--- config.mk ---
export PLATFORM = sky130hd
export DESIGN_NAME = access_align
export DESIGN_NICKNAME = d
export VERILOG_FILES = /design/src/verilog/cache_pkg.sv /design/src/verilog/access_align.sv
export SDC_FILE = /design/constraint.sdc
export NUM_CORES = 1
export LEC_CHECK = 0
export BUFFER_PORTS_ARGS = -buffer_cell sky130_fd_sc_hd__buf_2
export CORE_MARGIN = 5
export CORE_UTILIZATION = 38
export DETAILED_ROUTE_END_ITERATION = 10
export PLACE_DENSITY = 0.88
export SYNTH_ARGS = -nofsm -noshare
export SYNTH_HDL_FRONTEND = slang
export SYNTH_SLANG_ARGS = --single-unit
--- constraint.sdc ---
create_clock -name vclk -period 2.1
set_clock_uncertainty 0.2 [all_clocks]
set_input_delay 0.42 -clock vclk [all_inputs]
set_output_delay 0.42 -clock vclk [all_outputs]
set_load 0.01 [all_outputs]
--- src/verilog/cache_pkg.sv ---
package cache_pkg;

    localparam int ADDR_W = 32;
    localparam int DATA_W = 32;
    localparam int STRB_W = DATA_W / 8;

    // byte-in-word address bits
    localparam int BYTE_OFF_W = $clog2(STRB_W);

    // access size of a load or store
    typedef enum logic [1:0] {
        SZ_BYTE = 2'd0,
        SZ_HALF = 2'd1,
        SZ_WORD = 2'd2
    } size_t;

endpackage

--- src/verilog/access_align.sv ---
`timescale 1ns/100ps

module access_align
    import cache_pkg::*;
(
    input  logic [BYTE_OFF_W-1:0] i_addr_low,
    input  size_t                 i_size,
    input  logic                  i_signed,
    input  logic [DATA_W-1:0]     i_wdata,
    input  logic [DATA_W-1:0]     i_load_word,
    output logic [DATA_W-1:0]     o_store_word,
    output logic [STRB_W-1:0]     o_store_strb,
    output logic [DATA_W-1:0]     o_load_data,
    output logic                  o_ale
);
    logic [DATA_W-1:0] shifted;   // addressed byte moved to lane 0

    assign shifted = i_load_word >> {i_addr_low, 3'b000};

    always_comb begin
        case (i_size)
            SZ_BYTE: begin
                o_store_word = {STRB_W{i_wdata[7:0]}};
                o_store_strb = STRB_W'(1) << i_addr_low;
                o_load_data  = {{(DATA_W-8){i_signed & shifted[7]}}, shifted[7:0]};
                o_ale        = 1'b0;
            end
            SZ_HALF: begin
                o_store_word = {(STRB_W/2){i_wdata[15:0]}};
                o_store_strb = STRB_W'(3) << {i_addr_low[BYTE_OFF_W-1:1], 1'b0};
                o_load_data  = {{(DATA_W-16){i_signed & shifted[15]}}, shifted[15:0]};
                o_ale        = i_addr_low[0];
            end
            default: begin
                o_store_word = i_wdata;
                o_store_strb = '1;
                o_load_data  = i_load_word;
                o_ale        = |i_addr_low;
            end
        endcase
    end

endmodule

==> results of run 1 <==
-- power groups by stage --
| stage | registers [mW] | logic [mW] | clock network (mW) |
|---|---|---|---|
| after floorplan | 0 | 0.302 | 0 |
| after CTS | 0 | 0.566 | 0 |
| after global routing | 0 | 0.640 | 0 |
| final | 0 | 0.591 | 0 |
| after global placement | 0 | 0.527 | 0 |
| after detailed placement | 0 | 0.539 | 0 |
-- layer usage --
metal | global-route usage (%) | up-vias | share of wire, %
met5 | 0 | - | 0
met4 | 2.98 | 0 | 1.2
met3 | 4.88 | 10 | 8.4
met2 | 39.5 | 88 | 53
met1 | 23.4 | 963 | 37
li1 | - | 993 | -
-- how the worst max path moves through the flow --
stage	startpoint	endpoint	depth (start not counted)
6_report	i_addr_low[0]	o_load_data[26]	6
5_1_grt	i_addr_low[0]	o_load_data[22]	6
4_1_cts	i_addr_low[0]	o_load_data[30]	6
2_1_floorplan	i_addr_low[0]	o_load_data[0]	5
3_3_place_gp	i_addr_low[0]	o_load_data[5]	6
3_5_place_dp	i_addr_low[0]	o_load_data[14]	5
-- placed cells by master (no fill, tap or decap), types with 4 or more instances in the layout --
cell type,synthesis,layout
and3_1,7,7
buf_2,7,135
buf_4,9,23
inv_1,8,8
mux2_2,23,23
mux2i_1,19,17
nand2_1,31,31
nand2b_1,12,10
nor2_1,5,5
nor2b_1,5,4
o21ai_0,20,13
o21ai_2,10,15
o21bai_1,5,5
o221ai_1,8,5
-- metrics by stage --
step | setup TNS [ps] | utilization [%] | cells
after floorplan | 0 | - | 198
after global placement | -1350 | 63.0 | 380
after CTS | -896 | 65.8 | 381
after detailed placement | -2430 | 63.0 | 380
final | -906 | 68.1 | 384
after global routing | -1400 | 68.1 | 384
-- critical path, delay by kind of cell --
kind	cells	cell delay (ps)
AOI/OAI and AO/OA	2	520
buffers and inverters	3	450
muxes	1	160
-- cells by family (layout without fill, tap and decap cells) --
| family | count (synthesis) | in the layout | share of synthesized area [%] |
|---|---|---|---|
| and+or+nand+nor | 64 | 64 | 22.8 |
| AOI/OAI and AO/OA | 59 | 60 | 31.1 |
| muxes | 42 | 42 | 32.7 |
| buffers and inverters | 33 | 172 | 13.5 |
-- area by class of cell --
cell class / count / area, um^2 / share of cell area [%]
inverter: 8 / 30.0 / 1.29
tap: 46 / 57.6 / 2.47
multi-input combinational: 166 / 1290 / 55.5
timing repair buffer: 164 / 947 / 40.7
-- timing repair --
| action | 4_1_cts | 5_1_grt |
|---|---|---|
| cloned | 1 | 1 |
| setup buffers | 0 | 2 |
| endpoints found under the setup margin | 37 | 32 |
| resized for setup | 24 | 13 |
| pin swaps | 17 | 3 |
==> out/metrics.yaml, run 1 <==
vdd_ir_drop_max_mv: 0.144
timing.hold.ws_ps: 867
antenna_found_initial: 0
fmax_mhz: 458
seqPwrFrac_pct: 0
total_power_mw: 0.591
netlist_instances: 198
failed_checks: "negative setup slack"
finalCritPeriodShare_pct: 104
critPathLaunchType: "input pin"
dieArea_um2: 4920
grt_pass1_vias: 1980
ys_warn_count: 0
routed_wl_mm: 5.87
crit_chain: "buf_12, mux2i_2, a221o_1, clkbuf_16, o21ai_2, buf_2"
grt_first_pass_wirelength_mm: 8.84
cp_max_fo: 8
required_ps: 1480
combPwrFrac_pct: 100.0
area_delta_synth_final_pct: 69.3
end_kind: "output pin"
dpl_cell_area_um2: 2150
fin_ws_ps: -82.1
p_int_mw: 0.289
critPathArrivalTime_ps: 1560
ys_seq_area_share_pct: 0
syn_nets: 267
vias_per_cell: 5.35
hold_viol_final: 0
hpwl_mm: 4.59
cpPeakStageDelay_ps: 410
gp_congestion: 0.867
drive_gt1_share_pct: 63.9
pwr-share-clk_pct: 0
yosysUniqueCellTypes: 29
grt_max_degree: 36
n_fill_cell: 274
firstDrtPassIters: 4
netlist_area_um2: 1370
powerDensity_nw_per_um2: 254
drt_iter0_drc: 85
routedWlPerCell_um: 15.3
fp.dieW_um: 70.1
slowest_stage: "a221o_1"
gr-usage-all-layers_pct: 20.6
port_buffers: 138
seqCellArea_um2: 0
vias: 2054
grt_setup_unrepaired: "true"
max_slew.worst_pin.slew_ps: 360
maxSlewHeadroom_pct: 76.0
min-delay-path-class: "input pin to output pin"
whs_path_depth: 2
synthTopCellsByCount: "nand2_1, mux2_2, o21ai_0, mux2i_1, nand2b_1"
fin_crit_ps: 2180
ios: 138
ys_top_cells_by_area: "mux2_2, mux2i_1, nand2_1"
start_util_pct: 40.2
finalMaxSlewViolations: 0
swShare_pct: 51.1
synth_top_area_share_pct: 18.9
worst_hold_path.endpoint: "o_store_word[6]"
place_ws_ps: -138
p_leak_nw: 1.24
n_sequential_cell: 0
status: "finished, violations left"
final_area_um2: 2330
synth_top_area_cell: "mux2_2"
yosysMostFrequentCell: "nand2_1"
setup_viol: 16
n_antenna_cell: 0
drcViolationCount: 0
critical_path_class: "input pin to output pin"
cts_hold_buf: 0
cap_violations: 0
num_rows: 21
die_y_um: 70.1
avgSynthCellArea_um2: 6.94
grt-ovfl-total: 0
worstHoldStart: "i_wdata[6]"
coreArea_um2: 3420
clockBufferCount: 0
ant_nets: 0
switchingPower_mw: 0.302
nets: 409
Power figures use the tool's default switching activity.
==> inputs of run 2 (changes only) <==
--- a/config.mk
+++ b/config.mk
@@ -7,9 +7,9 @@
 export LEC_CHECK = 0
 export BUFFER_PORTS_ARGS = -buffer_cell sky130_fd_sc_hd__buf_2
 export CORE_MARGIN = 5
-export CORE_UTILIZATION = 38
+export CORE_UTILIZATION = 41
 export DETAILED_ROUTE_END_ITERATION = 10
-export PLACE_DENSITY = 0.88
+export PLACE_DENSITY = 0.94
 export SYNTH_ARGS = -nofsm -noshare
 export SYNTH_HDL_FRONTEND = slang
 export SYNTH_SLANG_ARGS = --single-unit
==> constraint.sdc (replaced) <==
create_clock -name vclk -period 2.7
set_clock_uncertainty 0.2 [all_clocks]
set_input_delay 0.135 -clock vclk [all_inputs]
set_output_delay 0.135 -clock vclk [all_outputs]
set_load 0.01 [all_outputs]
==> run 2 against run 1 <==
Against the previous run: the flow now finishes without violations; global-route usage decreased by 1.8 points; highest routed layer unchanged; die area fell by 6.3%; worst setup slack improved by 510 ps; sequential cell count unchanged; final cell count shrank 6.5%; hold slack got worse by 570 ps.
==> out/metrics.yaml, run 2 (synthesized netlist as in run 1, its figures left out) <==
status: "finished, final reports clean"  # was finished, violations left
ant_nets: 0  # unchanged
gr-usage-all-layers_pct: 18.8  # was 20.6%
nets: 384  # was 409
clockBufferCount: 0  # unchanged
setup_viol: 0  # was 16
maxSlewHeadroom_pct: 54.6  # was 76.0%
routedWlPerCell_um: 13.2  # was 15.3 um
die_y_um: 67.9  # was 70.1 um
cp_num_buf_inv: 2  # was 3
cap_violations: 0  # unchanged
gp_congestion: 0.842  # was 0.867
cts_setup_buffers: 0  # unchanged
fmax_mhz: 439
dpl_cell_area_um2: 1980  # was 2150 um^2
critPathLaunchType: "input pin"  # unchanged
fp.dieW_um: 67.9  # was 70.1 um
grt_first_pass_wirelength_mm: 7.07  # was 8.84 mm
fin_ws_ps: 423  # was -82.1 ps
whs_path_depth: 2  # unchanged
firstDrtPassIters: 4  # unchanged
timing.hold.ws_ps: 296  # was 867 ps
critPathArrivalTime_ps: 1940  # was 1560 ps
tns_ps: 0  # was -906 ps
vdd_ir_drop_max_mv: 0.108  # was 0.144 mV
ios: 138  # unchanged
final_common_cell: "buf_2"  # unchanged
finalCritPeriodShare_pct: 84.3
crit_path_frequent_cell: "buf_2"
final-instance-count-excl-fill: 359  # was 384
area_delta_synth_final_pct: 44.3  # was 69.3%
required_ps: 2370  # was 1480 ps
min-delay-path-class: "input pin to output pin"  # unchanged
hold_viol_final: 0  # unchanged
hpwl_mm: 3.96  # was 4.59 mm
n_antenna_cell: 0  # unchanged
cts_resized: 0  # was 24
grt_max_degree: 35  # was 36
critical_path_class: "input pin to output pin"  # unchanged
max_slew.worst_pin.slew_ps: 681  # was 360 ps
placedCellCount: 359  # was 380
slowest_stage: "a221o_1"  # unchanged
worst_hold_path.endpoint: "o_store_word[6]"  # unchanged
p_leak_nw: 1.08  # was 1.24 nW
start_util_pct: 41.8  # was 40.2%
n_sequential_cell: 0  # unchanged
place_ws_ps: 421  # was -138 ps
layout_common_cells: "buf_2, nand2_1, mux2_2, o21ai_0, mux2i_1"  # was buf_2, nand2_1, mux2_2, buf_4, mux2i_1
cts_hold_buf: 0  # unchanged
final_util_pct: 60.3  # was 68.1%
vias: 1855  # was 2054
grt_pass1_vias: 1663  # was 1980
num_rows: 21  # unchanged
antenna_found_initial: 0  # unchanged
grt-ovfl-total: 0  # unchanged
fin_crit_ps: 2280
dieArea_um2: 4610  # was 4920 um^2
seqCellArea_um2: 0  # unchanged
drive_gt1_share_pct: 55.9  # was 63.9%
powerDensity_nw_per_um2: 193  # was 254 nW/um^2
critPathTopFamily: "compound AO/OA/AOI/OAI gates"  # unchanged
total_power_mw: 0.383  # was 0.591 mW
cp_max_fo: 28  # was 8
final_area_um2: 1980  # was 2330 um^2
drt_iter0_drc: 137  # was 85
vias_per_cell: 5.17  # was 5.35
grt_setup_unrepaired: "false"  # was true
drcViolationCount: 0  # unchanged
end_kind: "output pin"  # unchanged
cpPeakStageDelay_ps: 640  # was 410 ps
coreArea_um2: 3280  # was 3420 um^2
routed_wl_mm: 4.75  # was 5.87 mm
crit_chain: "buf_2, mux2i_1, a221o_1, o21ai_0, buf_2"  # was buf_12, mux2i_2, a221o_1, clkbuf_16, o21ai_2, buf_2
finalMaxSlewViolations: 0  # unchanged
port_buffers: 138  # unchanged
worstHoldStart: "i_wdata[6]"  # unchanged
==> run 2: cell types whose count changed in the layout (fill, tap and decap cells not counted), moves of 3 or more <==
cell and delta:
buf_4 -21, o21ai_0 +7, o221ai_2 -3, a22oi_2 -3, buf_2 +3, o221ai_1 +3, buf_6 -3, a22oi_1 +3
o21ai_2 -5
==> run 2: final cells by class <==
class,count,area (um^2)
Timing Repair Buffer,140,706
Tap cell,46,57.6
Inverter,8,30.0
Fill cell,322,1300
Multi-Input combinational cell,165,1190
==> run 2: worst max path at each step <==
stage,from,to,slack [ps],cells past startpoint
global route,i_addr_low[0],o_load_data[20],220,5
finish,i_addr_low[0],o_load_data[19],420,5
detailed placement,i_addr_low[0],o_load_data[21],420,5
global placement,i_addr_low[0],o_load_data[19],490,5
CTS,i_addr_low[0],o_load_data[19],420,5
floorplan,i_addr_low[0],o_load_data[0],1220,5
==> run 2: where the power goes <==
part	internal [mW]	switching, mW	leakage, nW
registers	0	0	0
clock network	0	0	0
logic	0.180	0.203	1.08
total	0.180	0.203	1.08
==> run 2: routing by layer <==
metal | vias to the layer above | global-route usage (%) | share of wire [%]
li1 | 939 | - | -
met1 | 813 | 21.6 | 38
met2 | 97 | 36.8 | 49
met3 | 6 | 3.12 | 11
met4 | 0 | 2.23 | 1.2
met5 | - | 0 | 0
