### config.mk
export PLATFORM = sky130hd
export DESIGN_NAME = dcache_ctrl_flat
export DESIGN_NICKNAME = d
export VERILOG_FILES = /design/src/verilog/cache_pkg.sv /design/src/verilog/cache_ifs.sv /design/src/verilog/dcache_ctrl.sv /design/src/flat_wrapper.sv
export SDC_FILE = /design/constraint.sdc
export NUM_CORES = 1
export LEC_CHECK = 0
export ABC_AREA = 1
export BUFFER_PORTS_ARGS = -buffer_cell sky130_fd_sc_hd__buf_4
export CORE_ASPECT_RATIO = 1.5
export CORE_MARGIN = 4
export CORE_UTILIZATION = 35
export CTS_CLUSTER_DIAMETER = 50
export DETAILED_ROUTE_END_ITERATION = 16
export GPL_TIMING_DRIVEN = 0
export HOLD_SLACK_MARGIN = 0.05
export PLACE_DENSITY = 0.72
export SLEW_MARGIN = 20
export SYNTH_ARGS = -nofsm -noshare
export SYNTH_HDL_FRONTEND = slang
export SYNTH_SLANG_ARGS = --single-unit
### constraint.sdc
create_clock -name clk -period 7.7 [get_ports clk]
set_input_delay 0.77 -clock clk [delete_from_list [all_inputs] [get_ports clk]]
set_output_delay 0.77 -clock clk [all_outputs]
set_load 0.005 [all_outputs]
### src/verilog/cache_pkg.sv
package cache_pkg;

    localparam int ADDR_W = 32;
    localparam int DATA_W = 32;
    localparam int STRB_W = DATA_W / 8;

    // byte-in-word address bits
    localparam int BYTE_OFF_W = $clog2(STRB_W);

    // access size of a load or store
    typedef enum logic [1:0] {
        SZ_BYTE = 2'd0,
        SZ_HALF = 2'd1,
        SZ_WORD = 2'd2
    } size_t;

endpackage

### src/verilog/cache_ifs.sv
`timescale 1ns/100ps

interface tag_lookup_if #(
    parameter int INDEX_WIDTH = 4,
    parameter int TAG_WIDTH   = 24
);
    logic [INDEX_WIDTH-1:0] index;
    logic [TAG_WIDTH-1:0]   tag;
    logic                   lookup;     // read enable, result one cycle later
    logic                   fill;       // write tag and valid into touch_way
    logic                   dirty_set;
    logic                   dirty_clr;
    logic                   lru_touch;
    logic                   touch_way;
    logic                   hit;
    logic                   hit_way;
    logic                   victim_way;
    logic                   victim_dirty;
    logic [TAG_WIDTH-1:0]   victim_tag;

    modport ctrl (
        output index, tag, lookup, fill, dirty_set, dirty_clr, lru_touch, touch_way,
        input  hit, hit_way, victim_way, victim_dirty, victim_tag
    );
    modport store (
        input  index, tag, lookup, fill, dirty_set, dirty_clr, lru_touch, touch_way,
        output hit, hit_way, victim_way, victim_dirty, victim_tag
    );
endinterface

interface line_data_if #(
    parameter int INDEX_WIDTH       = 4,
    parameter int WORD_OFFSET_WIDTH = 2
);
    logic [INDEX_WIDTH-1:0]       index;
    logic                         way;
    logic                         store_en;
    logic                         fill_en;
    logic                         rd_en;
    logic                         rd_burst;   // read at beat instead of request word
    logic [WORD_OFFSET_WIDTH-1:0] beat;       // burst position from beat_counter
    logic                         last;

    modport ctrl  (output index, way, store_en, fill_en, rd_en, rd_burst);
    modport store (input  index, way, store_en, fill_en, rd_en, rd_burst);
endinterface

### src/verilog/dcache_ctrl.sv
`timescale 1ns/100ps

module dcache_ctrl
    import cache_pkg::*;
#(
    parameter int INDEX_WIDTH       = 4,
    parameter int WORD_OFFSET_WIDTH = 2
)(
    input  logic              clk,
    input  logic              rstn,
    input  logic              i_req_valid,
    output logic              o_req_ready,
    input  logic              i_req_write,
    input  logic [ADDR_W-1:0] i_req_addr,
    input  size_t             i_req_size,
    input  logic              i_req_signed,
    input  logic [DATA_W-1:0] i_req_wdata,
    output logic              o_resp_valid,
    input  logic              i_resp_ready,
    output logic              o_mem_valid,
    input  logic              i_mem_ready,
    output logic              o_mem_write,
    output logic [ADDR_W-1:0] o_mem_addr,
    output logic              o_mem_wvalid,
    input  logic              i_mem_wready,
    input  logic              i_mem_rvalid,
    tag_lookup_if.ctrl        tl,
    line_data_if.ctrl         ld,
    input  logic              i_ale,
    input  logic              i_last,
    output logic              o_beat_start,
    output logic              o_beat_step,
    output logic [ADDR_W-1:0] o_acc_addr,
    output size_t             o_buf_size,
    output logic              o_buf_signed,
    output logic [DATA_W-1:0] o_buf_wdata
);
    localparam int OFF_W = WORD_OFFSET_WIDTH + BYTE_OFF_W;
    localparam int TAG_W = ADDR_W - INDEX_WIDTH - OFF_W;

    typedef enum logic [2:0] {
        IDLE, LOOKUP, RESPOND, WB_ADDR, WB_BEATS, RF_ADDR, RF_BEATS, REPLAY
    } state_t;

    state_t                 state;
    state_t                 next_state;
    logic [ADDR_W-1:0]      addr_q;
    logic                   write_q;
    logic                   wdata_ok;   // data_store output holds the current beat
    logic                   accept;
    logic                   in_burst;
    logic [INDEX_WIDTH-1:0] index;
    logic [TAG_W-1:0]       tag;

    assign o_req_ready = (state == IDLE);
    assign accept      = i_req_valid && o_req_ready;
    assign o_acc_addr  = (state == IDLE) ? i_req_addr : addr_q; // live address only at accept
    assign index       = o_acc_addr[OFF_W +: INDEX_WIDTH];
    assign tag         = o_acc_addr[ADDR_W-1 -: TAG_W];
    assign in_burst    = state inside {WB_ADDR, WB_BEATS, RF_ADDR, RF_BEATS};

    assign tl.index     = index;
    assign tl.tag       = tag;
    assign tl.touch_way = in_burst ? tl.victim_way : tl.hit_way;
    assign ld.index     = index;
    assign ld.way       = in_burst ? tl.victim_way : tl.hit_way;
    assign o_mem_addr   = {(state == WB_ADDR) ? tl.victim_tag : tag, index, {OFF_W{1'b0}}};

    always_ff @(posedge clk) begin
        if (accept) begin
            addr_q       <= i_req_addr;
            write_q      <= i_req_write;
            o_buf_size   <= i_req_size;
            o_buf_signed <= i_req_signed;
            o_buf_wdata  <= i_req_wdata;
        end
    end

    always_ff @(posedge clk) begin
        if (!rstn) begin
            state    <= IDLE;
            wdata_ok <= 1'b0;
        end else begin
            state    <= next_state;
            wdata_ok <= ld.rd_en && ld.rd_burst && !o_beat_step;
        end
    end

    always_comb begin
        next_state   = state;
        o_resp_valid = 1'b0;
        o_mem_valid  = 1'b0;
        o_mem_write  = 1'b0;
        o_mem_wvalid = 1'b0;
        o_beat_start = 1'b0;
        o_beat_step  = 1'b0;
        tl.lookup    = 1'b0;
        tl.fill      = 1'b0;
        tl.dirty_set = 1'b0;
        tl.dirty_clr = 1'b0;
        tl.lru_touch = 1'b0;
        ld.store_en  = 1'b0;
        ld.fill_en   = 1'b0;
        ld.rd_en     = 1'b0;
        ld.rd_burst  = 1'b0;
        case (state)
            IDLE: begin
                tl.lookup = accept;
                ld.rd_en  = accept;
                if (accept) next_state = LOOKUP;
            end
            LOOKUP: begin
                if (i_ale) begin
                    next_state = RESPOND;   // answered without cache side effects
                end else if (tl.hit) begin
                    tl.lru_touch = 1'b1;
                    ld.store_en  = write_q;
                    tl.dirty_set = write_q;
                    next_state   = RESPOND;
                end else begin
                    o_beat_start = 1'b1;
                    next_state   = tl.victim_dirty ? WB_ADDR : RF_ADDR;
                end
            end
            RESPOND: begin
                o_resp_valid = 1'b1;
                if (i_resp_ready) next_state = IDLE;
            end
            WB_ADDR: begin
                o_mem_valid = 1'b1;
                o_mem_write = 1'b1;
                ld.rd_en    = 1'b1;   // prefetch beat 0 while the address waits
                ld.rd_burst = 1'b1;
                if (i_mem_ready) next_state = WB_BEATS;
            end
            WB_BEATS: begin
                ld.rd_en     = 1'b1;
                ld.rd_burst  = 1'b1;
                o_mem_wvalid = wdata_ok;
                if (wdata_ok && i_mem_wready) begin
                    o_beat_step = 1'b1;
                    if (i_last) begin
                        o_beat_start = 1'b1;
                        next_state   = RF_ADDR;
                    end
                end
            end
            RF_ADDR: begin
                o_mem_valid = 1'b1;
                if (i_mem_ready) next_state = RF_BEATS;
            end
            RF_BEATS: begin
                if (i_mem_rvalid) begin
                    ld.fill_en  = 1'b1;
                    o_beat_step = 1'b1;
                    if (i_last) begin
                        tl.fill      = 1'b1;
                        tl.dirty_clr = 1'b1;
                        next_state   = REPLAY;
                    end
                end
            end
            REPLAY: begin
                tl.lookup  = 1'b1;
                ld.rd_en   = 1'b1;
                next_state = LOOKUP;
            end
            default: next_state = IDLE;
        endcase
    end

    // address phase holds until the memory takes it
    assert property (@(posedge clk) disable iff (!rstn)
        o_mem_valid && !i_mem_ready |=> o_mem_valid && $stable(o_mem_addr) && $stable(o_mem_write));

endmodule

### src/flat_wrapper.sv
// flat-port wrapper written by rule: the top's interface ports become plain ports
module dcache_ctrl_flat import cache_pkg::*;
#(
    parameter int INDEX_WIDTH       = 4,
    parameter int WORD_OFFSET_WIDTH = 2
)
  (clk, rstn, i_req_valid, o_req_ready, i_req_write, i_req_addr, i_req_size, i_req_signed, i_req_wdata, o_resp_valid, i_resp_ready, o_mem_valid, i_mem_ready, o_mem_write, o_mem_addr, o_mem_wvalid, i_mem_wready, i_mem_rvalid, i_ale, i_last, o_beat_start, o_beat_step, o_acc_addr, o_buf_size, o_buf_signed, o_buf_wdata, tl_index, tl_tag, tl_lookup, tl_fill, tl_dirty_set, tl_dirty_clr, tl_lru_touch, tl_touch_way, tl_hit, tl_hit_way, tl_victim_way, tl_victim_dirty, tl_victim_tag, ld_index, ld_way, ld_store_en, ld_fill_en, ld_rd_en, ld_rd_burst);
  tag_lookup_if #(.INDEX_WIDTH(INDEX_WIDTH)) tl_i ();
  line_data_if #(.INDEX_WIDTH(INDEX_WIDTH), .WORD_OFFSET_WIDTH(WORD_OFFSET_WIDTH)) ld_i ();
  input  logic clk;
  input  logic rstn;
  input  logic i_req_valid;
  output logic o_req_ready;
  input  logic i_req_write;
  input  logic [ADDR_W-1:0] i_req_addr;
  input  size_t i_req_size;
  input  logic i_req_signed;
  input  logic [DATA_W-1:0] i_req_wdata;
  output logic o_resp_valid;
  input  logic i_resp_ready;
  output logic o_mem_valid;
  input  logic i_mem_ready;
  output logic o_mem_write;
  output logic [ADDR_W-1:0] o_mem_addr;
  output logic o_mem_wvalid;
  input  logic i_mem_wready;
  input  logic i_mem_rvalid;
  input  logic i_ale;
  input  logic i_last;
  output logic o_beat_start;
  output logic o_beat_step;
  output logic [ADDR_W-1:0] o_acc_addr;
  output size_t o_buf_size;
  output logic o_buf_signed;
  output logic [DATA_W-1:0] o_buf_wdata;
  output wire logic [$bits(tl_i.index)-1:0] tl_index;
  output wire logic [$bits(tl_i.tag)-1:0] tl_tag;
  output wire logic [$bits(tl_i.lookup)-1:0] tl_lookup;
  output wire logic [$bits(tl_i.fill)-1:0] tl_fill;
  output wire logic [$bits(tl_i.dirty_set)-1:0] tl_dirty_set;
  output wire logic [$bits(tl_i.dirty_clr)-1:0] tl_dirty_clr;
  output wire logic [$bits(tl_i.lru_touch)-1:0] tl_lru_touch;
  output wire logic [$bits(tl_i.touch_way)-1:0] tl_touch_way;
  input wire logic [$bits(tl_i.hit)-1:0] tl_hit;
  input wire logic [$bits(tl_i.hit_way)-1:0] tl_hit_way;
  input wire logic [$bits(tl_i.victim_way)-1:0] tl_victim_way;
  input wire logic [$bits(tl_i.victim_dirty)-1:0] tl_victim_dirty;
  input wire logic [$bits(tl_i.victim_tag)-1:0] tl_victim_tag;
  output wire logic [$bits(ld_i.index)-1:0] ld_index;
  output wire logic [$bits(ld_i.way)-1:0] ld_way;
  output wire logic [$bits(ld_i.store_en)-1:0] ld_store_en;
  output wire logic [$bits(ld_i.fill_en)-1:0] ld_fill_en;
  output wire logic [$bits(ld_i.rd_en)-1:0] ld_rd_en;
  output wire logic [$bits(ld_i.rd_burst)-1:0] ld_rd_burst;
  assign tl_index = tl_i.index;
  assign tl_tag = tl_i.tag;
  assign tl_lookup = tl_i.lookup;
  assign tl_fill = tl_i.fill;
  assign tl_dirty_set = tl_i.dirty_set;
  assign tl_dirty_clr = tl_i.dirty_clr;
  assign tl_lru_touch = tl_i.lru_touch;
  assign tl_touch_way = tl_i.touch_way;
  assign tl_i.hit = tl_hit;
  assign tl_i.hit_way = tl_hit_way;
  assign tl_i.victim_way = tl_victim_way;
  assign tl_i.victim_dirty = tl_victim_dirty;
  assign tl_i.victim_tag = tl_victim_tag;
  assign ld_index = ld_i.index;
  assign ld_way = ld_i.way;
  assign ld_store_en = ld_i.store_en;
  assign ld_fill_en = ld_i.fill_en;
  assign ld_rd_en = ld_i.rd_en;
  assign ld_rd_burst = ld_i.rd_burst;
  dcache_ctrl #(.INDEX_WIDTH(INDEX_WIDTH), .WORD_OFFSET_WIDTH(WORD_OFFSET_WIDTH)) u_core (.clk(clk), .rstn(rstn), .i_req_valid(i_req_valid), .o_req_ready(o_req_ready), .i_req_write(i_req_write), .i_req_addr(i_req_addr), .i_req_size(i_req_size), .i_req_signed(i_req_signed), .i_req_wdata(i_req_wdata), .o_resp_valid(o_resp_valid), .i_resp_ready(i_resp_ready), .o_mem_valid(o_mem_valid), .i_mem_ready(i_mem_ready), .o_mem_write(o_mem_write), .o_mem_addr(o_mem_addr), .o_mem_wvalid(o_mem_wvalid), .i_mem_wready(i_mem_wready), .i_mem_rvalid(i_mem_rvalid), .tl(tl_i), .ld(ld_i), .i_ale(i_ale), .i_last(i_last), .o_beat_start(o_beat_start), .o_beat_step(o_beat_step), .o_acc_addr(o_acc_addr), .o_buf_size(o_buf_size), .o_buf_signed(o_buf_signed), .o_buf_wdata(o_buf_wdata));
endmodule
==> out/metrics.csv <==
stage,metric,value,unit
sta,Tcrit/Tclk final,33.1,%
synth,syn_area_per_cell,10.2,sq um
pwr,PD cells,403,nW/um^2
sta,number of slew-limit violations in the final report,0,
sta,largest clock skew in the final design,0.00555,ns
synth,total of flip-flops plus latches after synthesis,72,
finish,Fill cells,894,
global_routing,combined global-route utilization of all metal layers,18.3,%
pwr,standby leakage power,2.97,nW
finish,ant diodes,0,
finish,final instance area,6010,sq um
synth,prevailing post-synth register cell,edfxtp_1,
finish,number of nets at the end of the flow,722,
critical_path,reg-to-reg critical path startpoint,u_core.state[0],
critical_path,Critical Path AT,1.78,ns
detailed_routing,Antenna Violating Nets Remaining,0,
detailed_routing,Remaining DRCs,0,
critical_path,worst reg2reg path endpoint,u_core.o_buf_wdata[2],
critical_path,Crit. End Element,primary output,
synth,number of enable flip-flop cells after synthesis,68,
cts,largest buffer count on any clock path,2,
detailed_routing,wire length reported by the detailed router,11100,um
finish,layout overhead on the synthesized area,67.4,%
global_routing,final global-route overflow total,0,
detailed_routing,vias per cell,4.56,
synth,gate count after technology mapping,352,
sta,minimum clock period,2.55,ns
synth,sequential area share after synthesis,59.1,%
global_routing,wire length of the first global-routing pass,17400,um
synth,fraction of synthesized area in multiplexers,0,%
sta,final count of negative-setup-slack endpoints,0,
cts,TritonCTS clock tree,yes,
detailed_routing,Detailed Route Iter0 Violations,109,
cts,total clock buffers created by CTS,9,
floorplanning,num ports,254,
synth,combinational family with the most area after synthesis,simple AND/OR/NAND/NOR gates,
finish,sequential cell area,2120,sq um
critical_path,Worst Setup Path Type,flop to primary output,
floorplanning,die height,132,um
critical_path,Worst path slowest cell,nor2_4,
pwr,register share of total power,24.0,%
critical_path,worst-path maximum fanout,13,
pwr,Switch Pwr,0.000794,W
placed_design,RePlAce Congestion,0.840,
synth,Synth async-reset ratio,0,%
hold_path,worst min-delay path class,input pin to flop,
sta,max frequency,392,MHz
synth,compound-cell area share of the yosys netlist,4.88,%
cts,cts hold-fix bufs,0,
synth,number of warnings reported in the yosys synthesis log,0,
synth,netlist area before placement,3590,sq um
pwr,Clock power frac,19.6,%
detailed_routing,routed len/inst,15.0,um
floorplanning,standard cell core area,10100,sq um
finish,layout cell share with drive strength beyond 1,54.7,%
pwr,power share of the combinational group,56.4,%
finish,multi-input gate area in the final layout,973,sq um
placed_design,port buffer count,249,
critical_path,kind of start point of the critical path,flop,
hold_path,Cells on Worst Hold Path,1,
cts,clock-pin transition on the worst setup and hold timing paths,0.06,ns
cts,library cell used as clock root buffer,clkbuf_16,
cts,Resized cells post-CTS,0,
cts,# Post-CTS Setup Buffers,0,
floorplanning,Total Die Area,12000,sq um
finish,"commonest non-fill, non-tap cells in the layout","295 x buf_4, 115 x nand2_1, 68 x edfxtp_1, 39 x nor2_1, 24 x a31oi_1",
global_routing,initial antenna violation count,0,
global_routing,pin count of the biggest net entering global routing,30,
run_status,result of the run,completed,
placed_design,cell area after placement,5660,sq um
critical_path,worst endpoint required time,6.93,ns
hold_path,worst hold start,i_req_wdata[12],
sta,total negative slack for setup checks,0,ns
critical_path,cell chain of the critical path,"buf_6, nor2_8, nand2_4, nor2_4, inv_1, o211ai_1, buf_4",
floorplanning,starting density of the core,35.6,%
cts,Clock H-tree levels,3,
synth,Post-Synth Simple-Gate Area,21.6,%
floorplanning,# rows,45,
cts,clock latency at the later pin of the worst-skew pair,0.32,ns
hold_path,hold-critical path endpoint,u_core.o_buf_wdata[12],
pwr,worst vdd ir,211,uV
critical_path,number of cell instances on the worst register-to-register path,5,
synth,parity-gate share of the synthesized area counting xor and xnor cells,0,%
pwr,net switching share of the total power,32.8,%
sta,final hold slack,0.620,ns
pwr,cell internal pwr,0.00163,W
flow_run,maxcap violations,0,
detailed_routing,Pre-antenna DRT Iters,4,
synth,synthesized-area fraction occupied by adder cells,0,%
sta,number of hold-slack violations in the final timing report,0,
synth,post-synth cell types,32,
placed_design,final HPWL from detailed placement,9040,um
detailed_routing,via total after detailed routing,3373,
floorplanning,width of the die,90.7,um
finish,final core utilization,59.6,%
critical_path,minimum setup slack among reg-to-reg paths,6.02,ns
sta,RSZ-0062 raised after global routing,false,
cts,number of sinks on the clock net,72,
finish,"most common cell after layout, fill and taps aside",buf_4,
critical_path,Max stage delay on crit path,0.41,ns
global_routing,number of global-route vias before repair,3497,
layout make-up:
type                    count  area share [%]
inverters                  15            1.06
well taps                 117            2.44
clock inverters             6            1.94
repair buffers            251            31.8
multi-input cells         211            16.2
plain buffers              57            7.47
flip-flops and latches     72            35.3
clock buffers              10            3.81
how the worst max path moves through the flow:
stage	startpoint	to	slack [ns]	cells past startpoint
global placement	i_req_valid	ld_rd_en	1.37	6
finish	u_core.state[0]	ld_rd_en	5.15	7
CTS	u_core.state[0]	ld_rd_en	5.11	7
global route	u_core.state[0]	ld_rd_en	4.95	7
detailed placement	i_req_valid	ld_rd_en	5.25	6
floorplan	i_req_valid	ld_rd_en	2.81	4
per-layer routing:
metal	wire length, um	share of wire [%]	track usage [%]	vias to the layer above
met5	0	0	0	-
met4	230	2.1	6.39	0
met3	917	8.3	6.45	19
met2	6150	55	34.1	153
met1	3810	34	18.5	1533
li1	-	-	-	1668
sequential cells by signal (all words and copies together) (netlist names):
signal               flops
u_core.addr_q           32
u_core.o_buf_wdata      32
u_core.state             3
u_core.o_buf_size        2
u_core.o_buf_signed      1
u_core.wdata_ok          1
u_core.write_q           1
critical path: cells and delay by family, from the launching register on:
kind / cells / cell delay (ns)
buf+inv: 3 / 0.39
simple gates: 3 / 0.65
compound gates: 1 / 0.10
flops: 1 / 0.30
cells in the mapped netlist (all sizes together), types with 3 or more instances:
cell type	number	share of area, %
nand3	9	1.9
inv	14	1.5
edfxtp	68	57
buf	56	12
nor2	43	5.2
nor3	3	0.56
nand2	120	13
dfxtp	4	2.2
a31oi	24	4.2
kinds of logic (layout without fill, tap and decap cells):
| logic type | Yosys count | after routing |
|---|---|---|
| AO/OA/AOI/OAI | 28 | 28 |
| buffers and inverters | 72 | 339 |
| flip-flops | 72 | 72 |
| other | 1 | 4 |
| AND/OR/NAND/NOR | 179 | 179 |
stage by stage:
step	setup slack [ns]	std cells	total power [W]
6_report	5.15	739	0.00242
4_1_cts	5.11	739	0.00246
3_3_place_gp	1.37	721	0.00194
3_5_place_dp	5.25	723	0.00197
5_1_grt	4.95	739	0.00259
2_1_floorplan	2.81	355	0.00123
power groups by stage:
stage               clock [W]  combinational (W)  sequential [W]
finish               0.000474            0.00136        0.000581
detailed placement          0            0.00138        0.000590
floorplan                   0           0.000633        0.000602
global route         0.000506            0.00149        0.000591
CTS                  0.000486            0.00139        0.000583
global placement            0            0.00134        0.000601
No activity file was read; power rests on OpenSTA's default activity.
